**src/rtl/alu_pkg.sv**
```systemverilog
/*
 * ALU shared definitions
 * Widths, dense opcode map and the result structs of the three units
 */

package alu_pkg;

	localparam int DATA_W      = 32;     // Datapath width
	localparam int OP_W        = 6;      // Opcode field width
	localparam int SHAMT_LIMIT = DATA_W; // Shift at or past this empties the word

	typedef logic signed [DATA_W-1:0] alu_word_t;

	// ***********************************************************************
	// Opcode map, dense from 0, codes past SRS are illegal
	// ***********************************************************************

	typedef enum logic [OP_W-1:0] {
		NOP, LOD,                           // Moves, b and a
		ADD, MLT, SGN,                      // Two operand arithmetic
		NEG, NEG_M, ABS, ABS_M, PST, PST_M, // Plain on b, _M on a
		AND, ORR, XOR, INV, INV_M,          // Bitwise
		LAN, LOR, LIN, LIN_M,               // Boolean, 1 or 0
		LES, GRE, EQU,                      // Signed compares
		SHL, SHR, SRS                       // Shifts of a by b
	} alu_op_e;

	localparam alu_op_e OP_LAST = SRS; // Highest legal code

	// ***********************************************************************
	// Registered unit results
	// ***********************************************************************

	typedef struct packed {
		alu_word_t nop;
		alu_word_t lod;
		alu_word_t add;
		alu_word_t mlt;   // Low half of product
		alu_word_t sgn;
		alu_word_t neg;
		alu_word_t neg_m;
		alu_word_t abs;
		alu_word_t abs_m;
		alu_word_t pst;
		alu_word_t pst_m;
	} arith_res_t;

	typedef struct packed {
		alu_word_t ann;   // and
		alu_word_t orr;   // or
		alu_word_t cor;   // xor
		alu_word_t inv;
		alu_word_t inv_m;
		alu_word_t lan;
		alu_word_t lor;
		alu_word_t lin;
		alu_word_t lin_m;
	} logic_res_t;

	typedef struct packed {
		alu_word_t les;
		alu_word_t gre;
		alu_word_t equ;
		alu_word_t shl;
		alu_word_t shr;
		alu_word_t srs;
	} cmp_shift_res_t;

	// Boolean flag widened to a data word
	function automatic alu_word_t to_word(input logic flag);
		return {{(DATA_W-1){1'b0}}, flag};
	endfunction

endpackage

```
**src/rtl/alu_issue_if.sv**
```systemverilog
/*
 * ALU issue bundle
 * One operation per cycle, opcode plus memory and accumulator operands
 */

`timescale 1ns/1ps

interface alu_issue_if;

	logic                valid; // Item present this cycle
	alu_pkg::alu_op_e    op;
	alu_pkg::alu_word_t  a;     // From memory
	alu_pkg::alu_word_t  b;     // From accumulator

	// Driven straight from the top level ports
	modport src (
		output valid, op, a, b
	);

	// Units and result selector only listen
	modport unit (
		input valid, op, a, b
	);

endinterface

```
**src/rtl/alu_arith.sv**
```systemverilog
/*
 * ALU arithmetic unit
 * Moves, add, multiply, sign copy and the single operand forms on a and b
 */

`timescale 1ns/1ps

module alu_arith (
	input  logic                  clk,
	alu_issue_if.unit             issue,
	output alu_pkg::arith_res_t   res
);

	// ***********************************************************************
	// Single operand helpers, shared by the plain and _M forms
	// ***********************************************************************

	// Magnitude, most negative value wraps to itself
	function automatic alu_pkg::alu_word_t abs_of(input alu_pkg::alu_word_t x);
		return x[alu_pkg::DATA_W-1] ? -x : x;
	endfunction

	// Clamp negatives to zero
	function automatic alu_pkg::alu_word_t pst_of(input alu_pkg::alu_word_t x);
		return x[alu_pkg::DATA_W-1] ? '0 : x;
	endfunction

	// b with the sign of a
	function automatic alu_pkg::alu_word_t sgn_of(
		input alu_pkg::alu_word_t src,
		input alu_pkg::alu_word_t val
	);
		logic same; // Sign bits agree
		same = (src[alu_pkg::DATA_W-1] == val[alu_pkg::DATA_W-1]);
		return same ? val : -val;
	endfunction

	// ***********************************************************************
	// Result register, every field updated each cycle
	// ***********************************************************************

	always_ff @(posedge clk) begin
		res.nop   <= issue.b;                  // Keep accumulator
		res.lod   <= issue.a;                  // Load from memory
		res.add   <= issue.a + issue.b;
		res.mlt   <= issue.a * issue.b;        // Truncated to the word
		res.sgn   <= sgn_of(issue.a, issue.b);

		// Plain forms act on b
		res.neg   <= -issue.b;
		res.abs   <= abs_of(issue.b);
		res.pst   <= pst_of(issue.b);

		// _M forms act on a
		res.neg_m <= -issue.a;
		res.abs_m <= abs_of(issue.a);
		res.pst_m <= pst_of(issue.a);
	end

endmodule

```
**src/rtl/alu_logic.sv**
```systemverilog
/*
 * ALU logic unit
 * Bitwise and, or, xor, not plus the 1/0 boolean tests against zero
 */

`timescale 1ns/1ps

module alu_logic (
	input  logic                  clk,
	alu_issue_if.unit             issue,
	output alu_pkg::logic_res_t   res
);

	logic a_nz; // a is nonzero
	logic b_nz; // b is nonzero

	// Zero tests shared by all four boolean ops
	assign a_nz = (issue.a != '0);
	assign b_nz = (issue.b != '0);

	// ***********************************************************************
	// Bitwise results
	// ***********************************************************************

	always_ff @(posedge clk) begin
		res.ann   <= issue.a & issue.b;
		res.orr   <= issue.a | issue.b;
		res.cor   <= issue.a ^ issue.b;
		res.inv   <= ~issue.b;   // Accumulator
		res.inv_m <= ~issue.a;   // Memory operand
	end

	// ***********************************************************************
	// Boolean results, always 1 or 0
	// ***********************************************************************

	always_ff @(posedge clk) begin
		res.lan   <= alu_pkg::to_word(a_nz && b_nz);
		res.lor   <= alu_pkg::to_word(a_nz || b_nz);

		// Logical not, true when the operand is zero
		res.lin   <= alu_pkg::to_word(!b_nz);
		res.lin_m <= alu_pkg::to_word(!a_nz);
	end

endmodule

```
**src/rtl/alu_cmp_shift.sv**
```systemverilog
/*
 * ALU compare and shift unit
 * Signed compares of a against b, shifts of a by the full value of b
 */

`timescale 1ns/1ps

module alu_cmp_shift (
	input  logic                    clk,
	alu_issue_if.unit               issue,
	output alu_pkg::cmp_shift_res_t res
);

	logic                                shift_out; // Amount empties the word
	logic [$clog2(alu_pkg::DATA_W)-1:0]  shamt;     // In range part of b

	// b taken as unsigned, a negative b counts as a huge shift
	assign shift_out = ($unsigned(issue.b) >= alu_pkg::SHAMT_LIMIT);
	assign shamt     = issue.b[$clog2(alu_pkg::DATA_W)-1:0];

	always_ff @(posedge clk) begin
		res.les <= alu_pkg::to_word(issue.a < issue.b);  // Both signed
		res.gre <= alu_pkg::to_word(issue.a > issue.b);
		res.equ <= alu_pkg::to_word(issue.a == issue.b);

		if (shift_out) begin
			res.shl <= '0;
			res.shr <= '0;
			res.srs <= issue.a >>> (alu_pkg::DATA_W - 1); // Sign fill
		end else begin
			res.shl <= issue.a << shamt;
			res.shr <= $unsigned(issue.a) >> shamt;        // Zero fill
			res.srs <= issue.a >>> shamt;                  // Arithmetic
		end
	end

	// Less and greater come from separate compares and must exclude each other
	assert property (@(posedge clk)
		!(res.les[0] === 1'b1 && res.gre[0] === 1'b1));

endmodule

```
**src/rtl/alu_result_sel.sv**
```systemverilog
/*
 * ALU result selector
 * Decodes the delayed opcode, picks the unit field and registers the output
 */

`timescale 1ns/1ps

module alu_result_sel (
	input  logic                    clk,
	input  logic                    reset,
	alu_issue_if.unit               issue,
	input  alu_pkg::arith_res_t     arith,
	input  alu_pkg::logic_res_t     logic_r,
	input  alu_pkg::cmp_shift_res_t cmp_shift,
	output logic                    out_valid,
	output logic                    out_illegal,
	output alu_pkg::alu_word_t      out_result
);

	logic               valid_d;  // Lines up with the unit structs
	alu_pkg::alu_op_e   op_d;
	logic               illegal;  // Code past the last legal op
	alu_pkg::alu_word_t sel;

	// ***********************************************************************
	// Stage 1, control alongside the unit registers
	// ***********************************************************************

	always_ff @(posedge clk) begin
		if (reset) valid_d <= 1'b0;
		else       valid_d <= issue.valid;
	end

	always_ff @(posedge clk) op_d <= issue.op; // Payload, no reset

	// ***********************************************************************
	// Decode and pick
	// ***********************************************************************

	assign illegal = (op_d > alu_pkg::OP_LAST);

	always_comb begin
		case (op_d)
			alu_pkg::NOP:   sel = arith.nop;
			alu_pkg::LOD:   sel = arith.lod;
			alu_pkg::ADD:   sel = arith.add;
			alu_pkg::MLT:   sel = arith.mlt;
			alu_pkg::SGN:   sel = arith.sgn;
			alu_pkg::NEG:   sel = arith.neg;
			alu_pkg::NEG_M: sel = arith.neg_m;
			alu_pkg::ABS:   sel = arith.abs;
			alu_pkg::ABS_M: sel = arith.abs_m;
			alu_pkg::PST:   sel = arith.pst;
			alu_pkg::PST_M: sel = arith.pst_m;
			alu_pkg::AND:   sel = logic_r.ann;
			alu_pkg::ORR:   sel = logic_r.orr;
			alu_pkg::XOR:   sel = logic_r.cor;
			alu_pkg::INV:   sel = logic_r.inv;
			alu_pkg::INV_M: sel = logic_r.inv_m;
			alu_pkg::LAN:   sel = logic_r.lan;
			alu_pkg::LOR:   sel = logic_r.lor;
			alu_pkg::LIN:   sel = logic_r.lin;
			alu_pkg::LIN_M: sel = logic_r.lin_m;
			alu_pkg::LES:   sel = cmp_shift.les;
			alu_pkg::GRE:   sel = cmp_shift.gre;
			alu_pkg::EQU:   sel = cmp_shift.equ;
			alu_pkg::SHL:   sel = cmp_shift.shl;
			alu_pkg::SHR:   sel = cmp_shift.shr;
			alu_pkg::SRS:   sel = cmp_shift.srs;
			default:        sel = '0;            // Illegal code reads as zero
		endcase
	end

	// Stage 2, output register
	always_ff @(posedge clk) begin
		if (reset) begin
			out_valid   <= 1'b0;
			out_illegal <= 1'b0;
		end else begin
			out_valid   <= valid_d;
			out_illegal <= valid_d && illegal; // Never without valid
		end
	end

	always_ff @(posedge clk) out_result <= sel;

	assert property (@(posedge clk) disable iff (reset) out_illegal |-> out_valid);

	assert property (@(posedge clk) reset |=> !out_valid);

	// Two cycle latency through unit and selector stages
	assert property (@(posedge clk) disable iff (reset)
		!$past(reset) && !$past(reset, 2) |-> out_valid == $past(issue.valid, 2));

endmodule

```
**src/rtl/alu_top.sv**
```systemverilog
/*
 * Pipelined integer ALU, top level
 * Two cycle fixed latency, one item per cycle, no back-pressure
 */

`timescale 1ns/1ps

module alu_top (
	input  logic               clk,
	input  logic               reset,
	input  logic               in_valid,
	input  alu_pkg::alu_op_e   in_op,
	input  alu_pkg::alu_word_t in_a,      // Memory operand
	input  alu_pkg::alu_word_t in_b,      // Accumulator operand
	output logic               out_valid,
	output logic               out_illegal,
	output alu_pkg::alu_word_t out_result
);

	alu_pkg::arith_res_t     arith_res;
	alu_pkg::logic_res_t     logic_res;
	alu_pkg::cmp_shift_res_t cmp_shift_res;

	// ***********************************************************************
	// Issue bundle, plain ports straight in
	// ***********************************************************************

	alu_issue_if issue ();

	assign issue.valid = in_valid;
	assign issue.op    = in_op;
	assign issue.a     = in_a;
	assign issue.b     = in_b;

	// ***********************************************************************
	// Units, one register stage each
	// ***********************************************************************

	alu_arith alu_arith_i (
		.clk   (clk),
		.issue (issue),
		.res   (arith_res)
	);

	alu_logic alu_logic_i (
		.clk   (clk),
		.issue (issue),
		.res   (logic_res)
	);

	alu_cmp_shift alu_cmp_shift_i (
		.clk   (clk),
		.issue (issue),
		.res   (cmp_shift_res)
	);

	// Decode and output stage
	alu_result_sel alu_result_sel_i (
		.clk         (clk),
		.reset       (reset),
		.issue       (issue),
		.arith       (arith_res),
		.logic_r     (logic_res),
		.cmp_shift   (cmp_shift_res),
		.out_valid   (out_valid),
		.out_illegal (out_illegal),
		.out_result  (out_result)
	);

endmodule

```
**config.mk**
```make
export PLATFORM = sky130hd
export DESIGN_NAME = alu_top
export DESIGN_NICKNAME = d
export VERILOG_FILES = /design/src/rtl/alu_pkg.sv /design/src/rtl/alu_issue_if.sv /design/src/rtl/alu_arith.sv /design/src/rtl/alu_logic.sv /design/src/rtl/alu_cmp_shift.sv /design/src/rtl/alu_result_sel.sv /design/src/rtl/alu_top.sv
export SDC_FILE = /design/constraint.sdc
export NUM_CORES = 2
export LEC_CHECK = 0
export BUFFER_PORTS_ARGS = -buffer_cell sky130_fd_sc_hd__buf_2
export CORE_ASPECT_RATIO = 2
export CORE_MARGIN = 1.5
export CORE_UTILIZATION = 35
export DETAILED_ROUTE_END_ITERATION = 12
export PLACE_DENSITY = 0.61
export SLEW_MARGIN = 10
export SYNTH_ARGS = -nofsm -noshare
export SYNTH_HDL_FRONTEND = slang
export SYNTH_SLANG_ARGS = --single-unit
```
**constraint.sdc**
```tcl
create_clock -name clk -period 14.25 [get_ports clk]
set_clock_uncertainty 0.15 [all_clocks]
set_input_delay 4.275 -clock clk [delete_from_list [all_inputs] [get_ports clk]]
set_output_delay 4.275 -clock clk [all_outputs]
set_load 0.02 [all_outputs]
```
# ---- Yosys cells after proc, flatten, opt, wreduce, memory -nomap -nowiden
# Index checks and enable logic that the tools add are counted.
dict set report word_totals {
  regBits 656
  output_inout_bits 34
  wordCells 91
}
dict set report op_classes {
  addsub 3
  n_mul 1
  magnitude_cmp 4
  eq_ne 27
  shift 3
  mux 5
  bitwise_logic 5
  reduce_logical 8
}
# cell count
set ops {}
lappend ops {{one-hot mux 32 bit (26 select lines)} 1}
lappend ops {{two-way mux 32 bit} 2}
lappend ops {{negator 32 bit} 2}
lappend ops {{NOT 32 bit} 2}
lappend ops {{nonzero test 32 bit} 2}
lappend ops {{two-way mux 31 bit} 2}
lappend ops {{== test 6 x 5 -> 1 bit (second input constant)} 10}
lappend ops {{== test 6 x 4 -> 1 bit (second input constant)} 8}
lappend ops {{adder 32 bit} 1}
lappend ops {{AND 32 bit} 1}
lappend ops {{== test 32 bit} 1}
lappend ops {{greater-or-equal comparator 32 x 6 -> 1 bit (second input constant)} 1}
lappend ops {{> comparator 32 bit} 1}
lappend ops {{less-than comparator 32 bit} 1}
lappend ops {{multiplier 32 x 32 -> 32 bit} 1}
lappend ops {{bitwise OR 32 bit} 1}
lappend ops {{left shift 32 x 5 -> 32 bit} 1}
lappend ops {{>> shifter 32 x 5 -> 32 bit} 1}
lappend ops {{>>> shifter 32 x 5 -> 32 bit} 1}
lappend ops {{XOR 32 bit} 1}
lappend ops {{== test 6 x 3 -> 1 bit (second input constant)} 4}
lappend ops {{== test 6 x 2 -> 1 bit (second input constant)} 2}
lappend ops {{== test 6 x 1 -> 1 bit (second input constant)} 1}
lappend ops {{> comparator 6 x 5 -> 1 bit (second input constant)} 1}
lappend ops {{5 further kinds} 7}

# ---- Depth between registers and ports, before layout
dict set report logic_depth {
  depth_word 2
  mapped_depth 28
  mapped_depth_nobuf 25
}

# ---- Modules after synthesis
# From an unflattened synthesis, not the netlist that was laid out.
dict set report hier_totals {
  hier_cells 4996
  hier_area_um2 46975.1
}
# module instances cells_each area_each_um2
set by_module_without_submodules {}
lappend by_module_without_submodules {alu_arith 1 2860 27652.8}
lappend by_module_without_submodules {alu_cmp_shift 1 819 7384.6}
lappend by_module_without_submodules {alu_result_sel 1 844 6413.7}
lappend by_module_without_submodules {alu_logic 1 473 5524.0}

# ---- Worst setup path after synthesis
# Ideal clock, no wire load.
dict set report synth_timing {
  path_kind {input to register}
  startpoint {input in_b[2]}
  endpoint {register alu_arith_i.res[254] (netlist bit)}
  setup_ns 0.072
  arrival_ns 11.713
  t_required_ns 14.028
  setup_slack_ns 2.315
  stages 27
  cell_sequence {clkinv_1 -> clkbuf_1 -> clkbuf_1 -> buf_1 -> buf_1 -> nor2_1 -> fa_1 -> fa_1 -> inv_1 -> fa_1 -> fa_1 -> inv_1 -> fa_1 -> inv_1 -> fa_1 -> inv_1 -> fa_1 -> fa_1 -> ha_1 -> nand2_1 -> a211oi_1 -> o221a_2 -> nor2_1 -> o311ai_0 -> nand3_1 -> o21ai_0 -> xor2_1}
}
dict set report synth_between {
  elab_chain_len 1
}
# element line_no
set synth_rtl {}
lappend synth_rtl {{start: declaration} alu_top.sv:14} ;# input alu_pkg::alu_word_t in_b,
lappend synth_rtl {{multiplier 32 x 32 -> 32 bit} alu_arith.sv:46} ;# res.mlt <= issue.a * issue.b;
lappend synth_rtl {{end: declaration} alu_arith.sv:11} ;# output alu_pkg::arith_res_t res
# Every way passes these cells.
# A chain may end at the register's enable or synchronous reset.

# ---- Worst setup path in the final report
dict set report layout_timing {
  startpoint {input in_b[9]}
  endpoint {register alu_arith_i.res[255] (netlist bit)}
}
# The elaborated chain is that of the path after synthesis.

==> metrics.json <==
{
  "io_buffer_count": {"value": 106},
  "critPathMostFrequentCell": {"value": "fa_1"},
  "grt_start_max_net_pins": {"value": 54},
  "max_slew_violations": {"value": 0},
  "cell_with_the_most_instances_after_synthesis": {"value": "dfxtp_1"},
  "post-synth-top-area-fraction": {"value": 31.8, "unit": "%"},
  "maxClockFrequency": {"value": 0.0827, "unit": "GHz"},
  "layout-drive-gt1-share": {"value": 8.60, "unit": "%"},
  "floorplan.io_pins": {"value": 107},
  "insertion_delay": {"value": 690, "unit": "ps"},
  "crit_fanout": {"value": 16},
  "timing.critical_path.max_delay_family": {"value": "adder cells"},
  "die_h": {"value": 485, "unit": "um"},
  "layout.cells.non_filler": {"value": 5978},
  "drt-wirelength-per-cell": {"value": 31.3, "unit": "um"},
  "antenna_found_initial": {"value": 26},
  "area_delta_synth_final": {"value": 10.6, "unit": "%"},
  "routed_wl": {"value": 187, "unit": "mm"},
  "ys_warn_count": {"value": 0},
  "synth_top_area_cell": {"value": "dfxtp_1"},
  "slowest_stage": {"value": "a221oi_1"},
  "dp_hpwl": {"value": 137, "unit": "mm"},
  "vdd_drop_max": {"value": 0.454, "unit": "mV"},
  "route.vias.total": {"value": 34300},
  "cts-hold-fix-buffers": {"value": 0},
  "first_global_vias": {"value": 35600},
  "postSynth.topFlopCell": {"value": "dfxtp_1"},
  "rsz0062_at_grt": {"value": "no"},
  "root_buffer_cell": {"value": "clkbuf_16"},
  "startpoint_type": {"value": "primary input"},
  "post_cts.resized_instances": {"value": 0},
  "drt_first_iter_violations": {"value": 3415},
  "row_count": {"value": 176},
  "global_route_congestion_overflow_total": {"value": 0},
  "grt_pass1_wl": {"value": 263, "unit": "mm"},
  "grt_util_all_layers": {"value": 31.7, "unit": "%"},
  "hold_path_class": {"value": "reg2reg"},
  "tritoncts": {"value": "yes"},
  "post_synth_most_frequent_cells": {"value": "646 x dfxtp_1, 607 x nor2_1, 543 x inv_1, 409 x fa_1, 368 x nand2_1"},
  "run_status": {"value": "finished, final reports clean"},
  "biggest_area_contributors_in_the_synthesized_netlist": {"value": "dfxtp_1 32%, fa_1 20%, ha_1 7.7%, nor2_1 5.6%, xnor2_1 5.0%"},
  "postRouteAntennaNets": {"value": 0},
  "total_leakage_power": {"value": 20.3, "unit": "nW"},
  "class_of_the_most_critical_setup_path": {"value": "in2reg"},
  "post-route-period-util": {"value": 84.9, "unit": "%"},
  "clock_tree.buffer_depth": {"value": 3},
  "synthDistinctLibCells": {"value": 72},
  "critical_path.n_buffers_inverters": {"value": 5},
  "arrival": {"value": 12500, "unit": "ps"},
  "ys_ff_latch": {"value": 646},
  "synth_fp_nets": {"value": 5142},
  "final-hold-violation-count": {"value": 0},
  "worst_setup_hold_path_clk_slew": {"value": 70, "unit": "ps"},
  "routabilityCongestion": {"value": 1.12},
  "die_area": {"value": 118000, "unit": "um2"},
  "per_instance_average_area_after_synthesis": {"value": 9.21, "unit": "um2"},
  "synthesized_netlist_cell_count": {"value": 4411},
  "drc_errors": {"value": 0},
  "effective_utilization_at_floorplan": {"value": 35.3, "unit": "%"},
  "numCtsBuffers": {"value": 55},
  "post_cts_buffers": {"value": 0},
  "post-place-cells": {"value": 5864},
  "drt_pre_antenna_iters": {"value": 7},
  "worst_path_required_time": {"value": 14660, "unit": "ps"},
  "setup_viol_count_final": {"value": 0},
  "tightest_slew": {"value": 1290, "unit": "ps"},
  "synth_async_sr_flop_share": {"value": 0, "unit": "%"},
  "power_density": {"value": 311, "unit": "nW/um2"},
  "crit_path_max_incr_delay": {"value": 1040, "unit": "ps"},
  "max-cap-violations": {"value": 0},
  "fillers": {"value": 11500},
  "avgViaCountPerCell": {"value": 5.73},
  "syn-cell-area": {"value": 40600, "unit": "um2"},
  "htreeDepth": {"value": 2},
  "cts.sink_count": {"value": 646},
  "final_net_count": {"value": 5139},
  "area_of_the_core": {"value": 115000, "unit": "um2"},
  "die_width": {"value": 244, "unit": "um"},
  "slew_headroom": {"value": 13.5, "unit": "%"},
  "tns": {"value": 0, "unit": "ps"},
  "period_minus_slack": {"value": 12090, "unit": "ps"},
  "critPathCaptureType": {"value": "flip-flop"},
  "synth-edff-count": {"value": 0},
  "cp_cell_sequence": {"value": "buf_2 -> clkinv_1 -> buf_4 -> nor2_1 -> fa_1 -> fa_1 -> fa_1 -> inv_1 -> fa_1 -> inv_1 -> ha_1 -> ha_1 -> fa_1 -> fa_1 -> ha_1 -> nand3_1 -> o211ai_1 -> a221oi_1 -> o2111ai_1 -> a41oi_1 -> o21ai_0 -> a21oi_1 -> xnor2_1"},
  "finalCoreUtilization": {"value": 39.0, "unit": "%"},
  "synth.yosys.seq_area_share": {"value": 31.8, "unit": "%"}
}
[layer usage]
layer	share of wire, %	GRT usage (%)
met4	12	29.4
met5	0.097	0
met2	49	54.6
met3	7.8	5.73
met1	32	32.2
[worst paths after layout]
path                            startpoint                               to  slack, ps  depth (start not counted)
setup / recovery                   in_b[9]             alu_arith_i.res[255]       2160                         23
hold / removal    alu_result_sel_i.valid_d       alu_result_sel_i.out_valid        310                          1
setup reg to reg  alu_result_sel_i.op_d[3]  alu_result_sel_i.out_result[20]      10520                          7
hold reg to reg   alu_result_sel_i.valid_d       alu_result_sel_i.out_valid        310                          1
[sequential cells by signal (all words and copies together), names as in the netlist]
register	flops
alu_result_sel_i.out_result	32
alu_arith_i.res	343
alu_result_sel_i.op_d	6
alu_result_sel_i.valid_d	1
alu_logic_i.res	164
alu_result_sel_i.out_illegal	1
alu_result_sel_i.out_valid	1
alu_cmp_shift_i.res	98
[layout by cell type (no fill, tap or decap), types with 26 or more instances in the layout]
master	synthesis	layout
buf_4	0	104
a22o_1	40	40
nand2_1	368	368
mux2i_1	90	90
nand3_1	44	44
o21ai_0	143	142
dfxtp_1	646	646
a222oi_1	31	31
inv_1	543	542
a22oi_1	162	162
clkbuf_16	0	56
a21oi_1	102	102
buf_2	0	105
xnor2_1	234	234
nand4_1	46	46
xor2_1	26	26
a221oi_1	45	45
ha_1	249	249
fa_1	409	409
nor2_1	607	595
[report_power, final]
group | switching [mW] | internal (mW) | total, mW | leakage [nW]
Sequential | 0.102 | 2.13 | 2.24 | 5.40
Clock | 0.777 | 0.907 | 1.68 | 0.956
Combinational | 6.07 | 3.99 | 10.1 | 13.9
Total | 6.95 | 7.03 | 14.0 | 20.3
[layout make-up]
| class | instances | area [um2] | share of cell area (%) |
|---|---|---|---|
| Multi-Input combinational cell | 2926 | 24700 | 54.9 |
| Sequential cell | 646 | 12900 | 28.8 |
| Inverter | 569 | 2140 | 4.76 |
| Tap cell | 1513 | 1890 | 4.21 |
| Clock buffer | 71 | 1550 | 3.44 |
| Timing Repair Buffer | 210 | 1330 | 2.95 |
| Clock inverter | 33 | 415 | 0.924 |
| Antenna cell | 10 | 25.0 | 0.0557 |
[stage by stage]
stage	power [mW]	area [um2]	hold slack [ps]	setup slack [ps]
detailed placement	12.2	43000	290	1510
CTS	14.0	44900	308	2200
floorplan	8.96	40600	265	2320
finish	14.0	45000	312	2160
global placement	12.2	43000	285	1580
global route	15.1	44900	324	1990
[worst register-to-register path, delay by kind of cell, from the launching register on]
| family | cells | cell delay, ps |
|---|---|---|
| flops | 1 | 320 |
| buf+inv | 2 | 980 |
| compound gates | 2 | 690 |
| simple gates | 3 | 1520 |
[cells by family (layout without fill, tap and decap cells)]
logic type / count (synthesis) / after routing / synth area share, %
AND/OR/NAND/NOR: 1231 / 1231 / 13.0
buffers and inverters: 839 / 883 / 7.79
AO/OA/AOI/OAI: 681 / 681 / 11.6
adder cells (fa/ha/maj): 658 / 658 / 27.8
flip-flops: 646 / 646 / 31.8
XOR/XNOR: 260 / 260 / 5.60
multiplexers: 96 / 96 / 2.44
other: 0 / 10 / 0
Note: power is estimated with default switching activity, not from simulation.
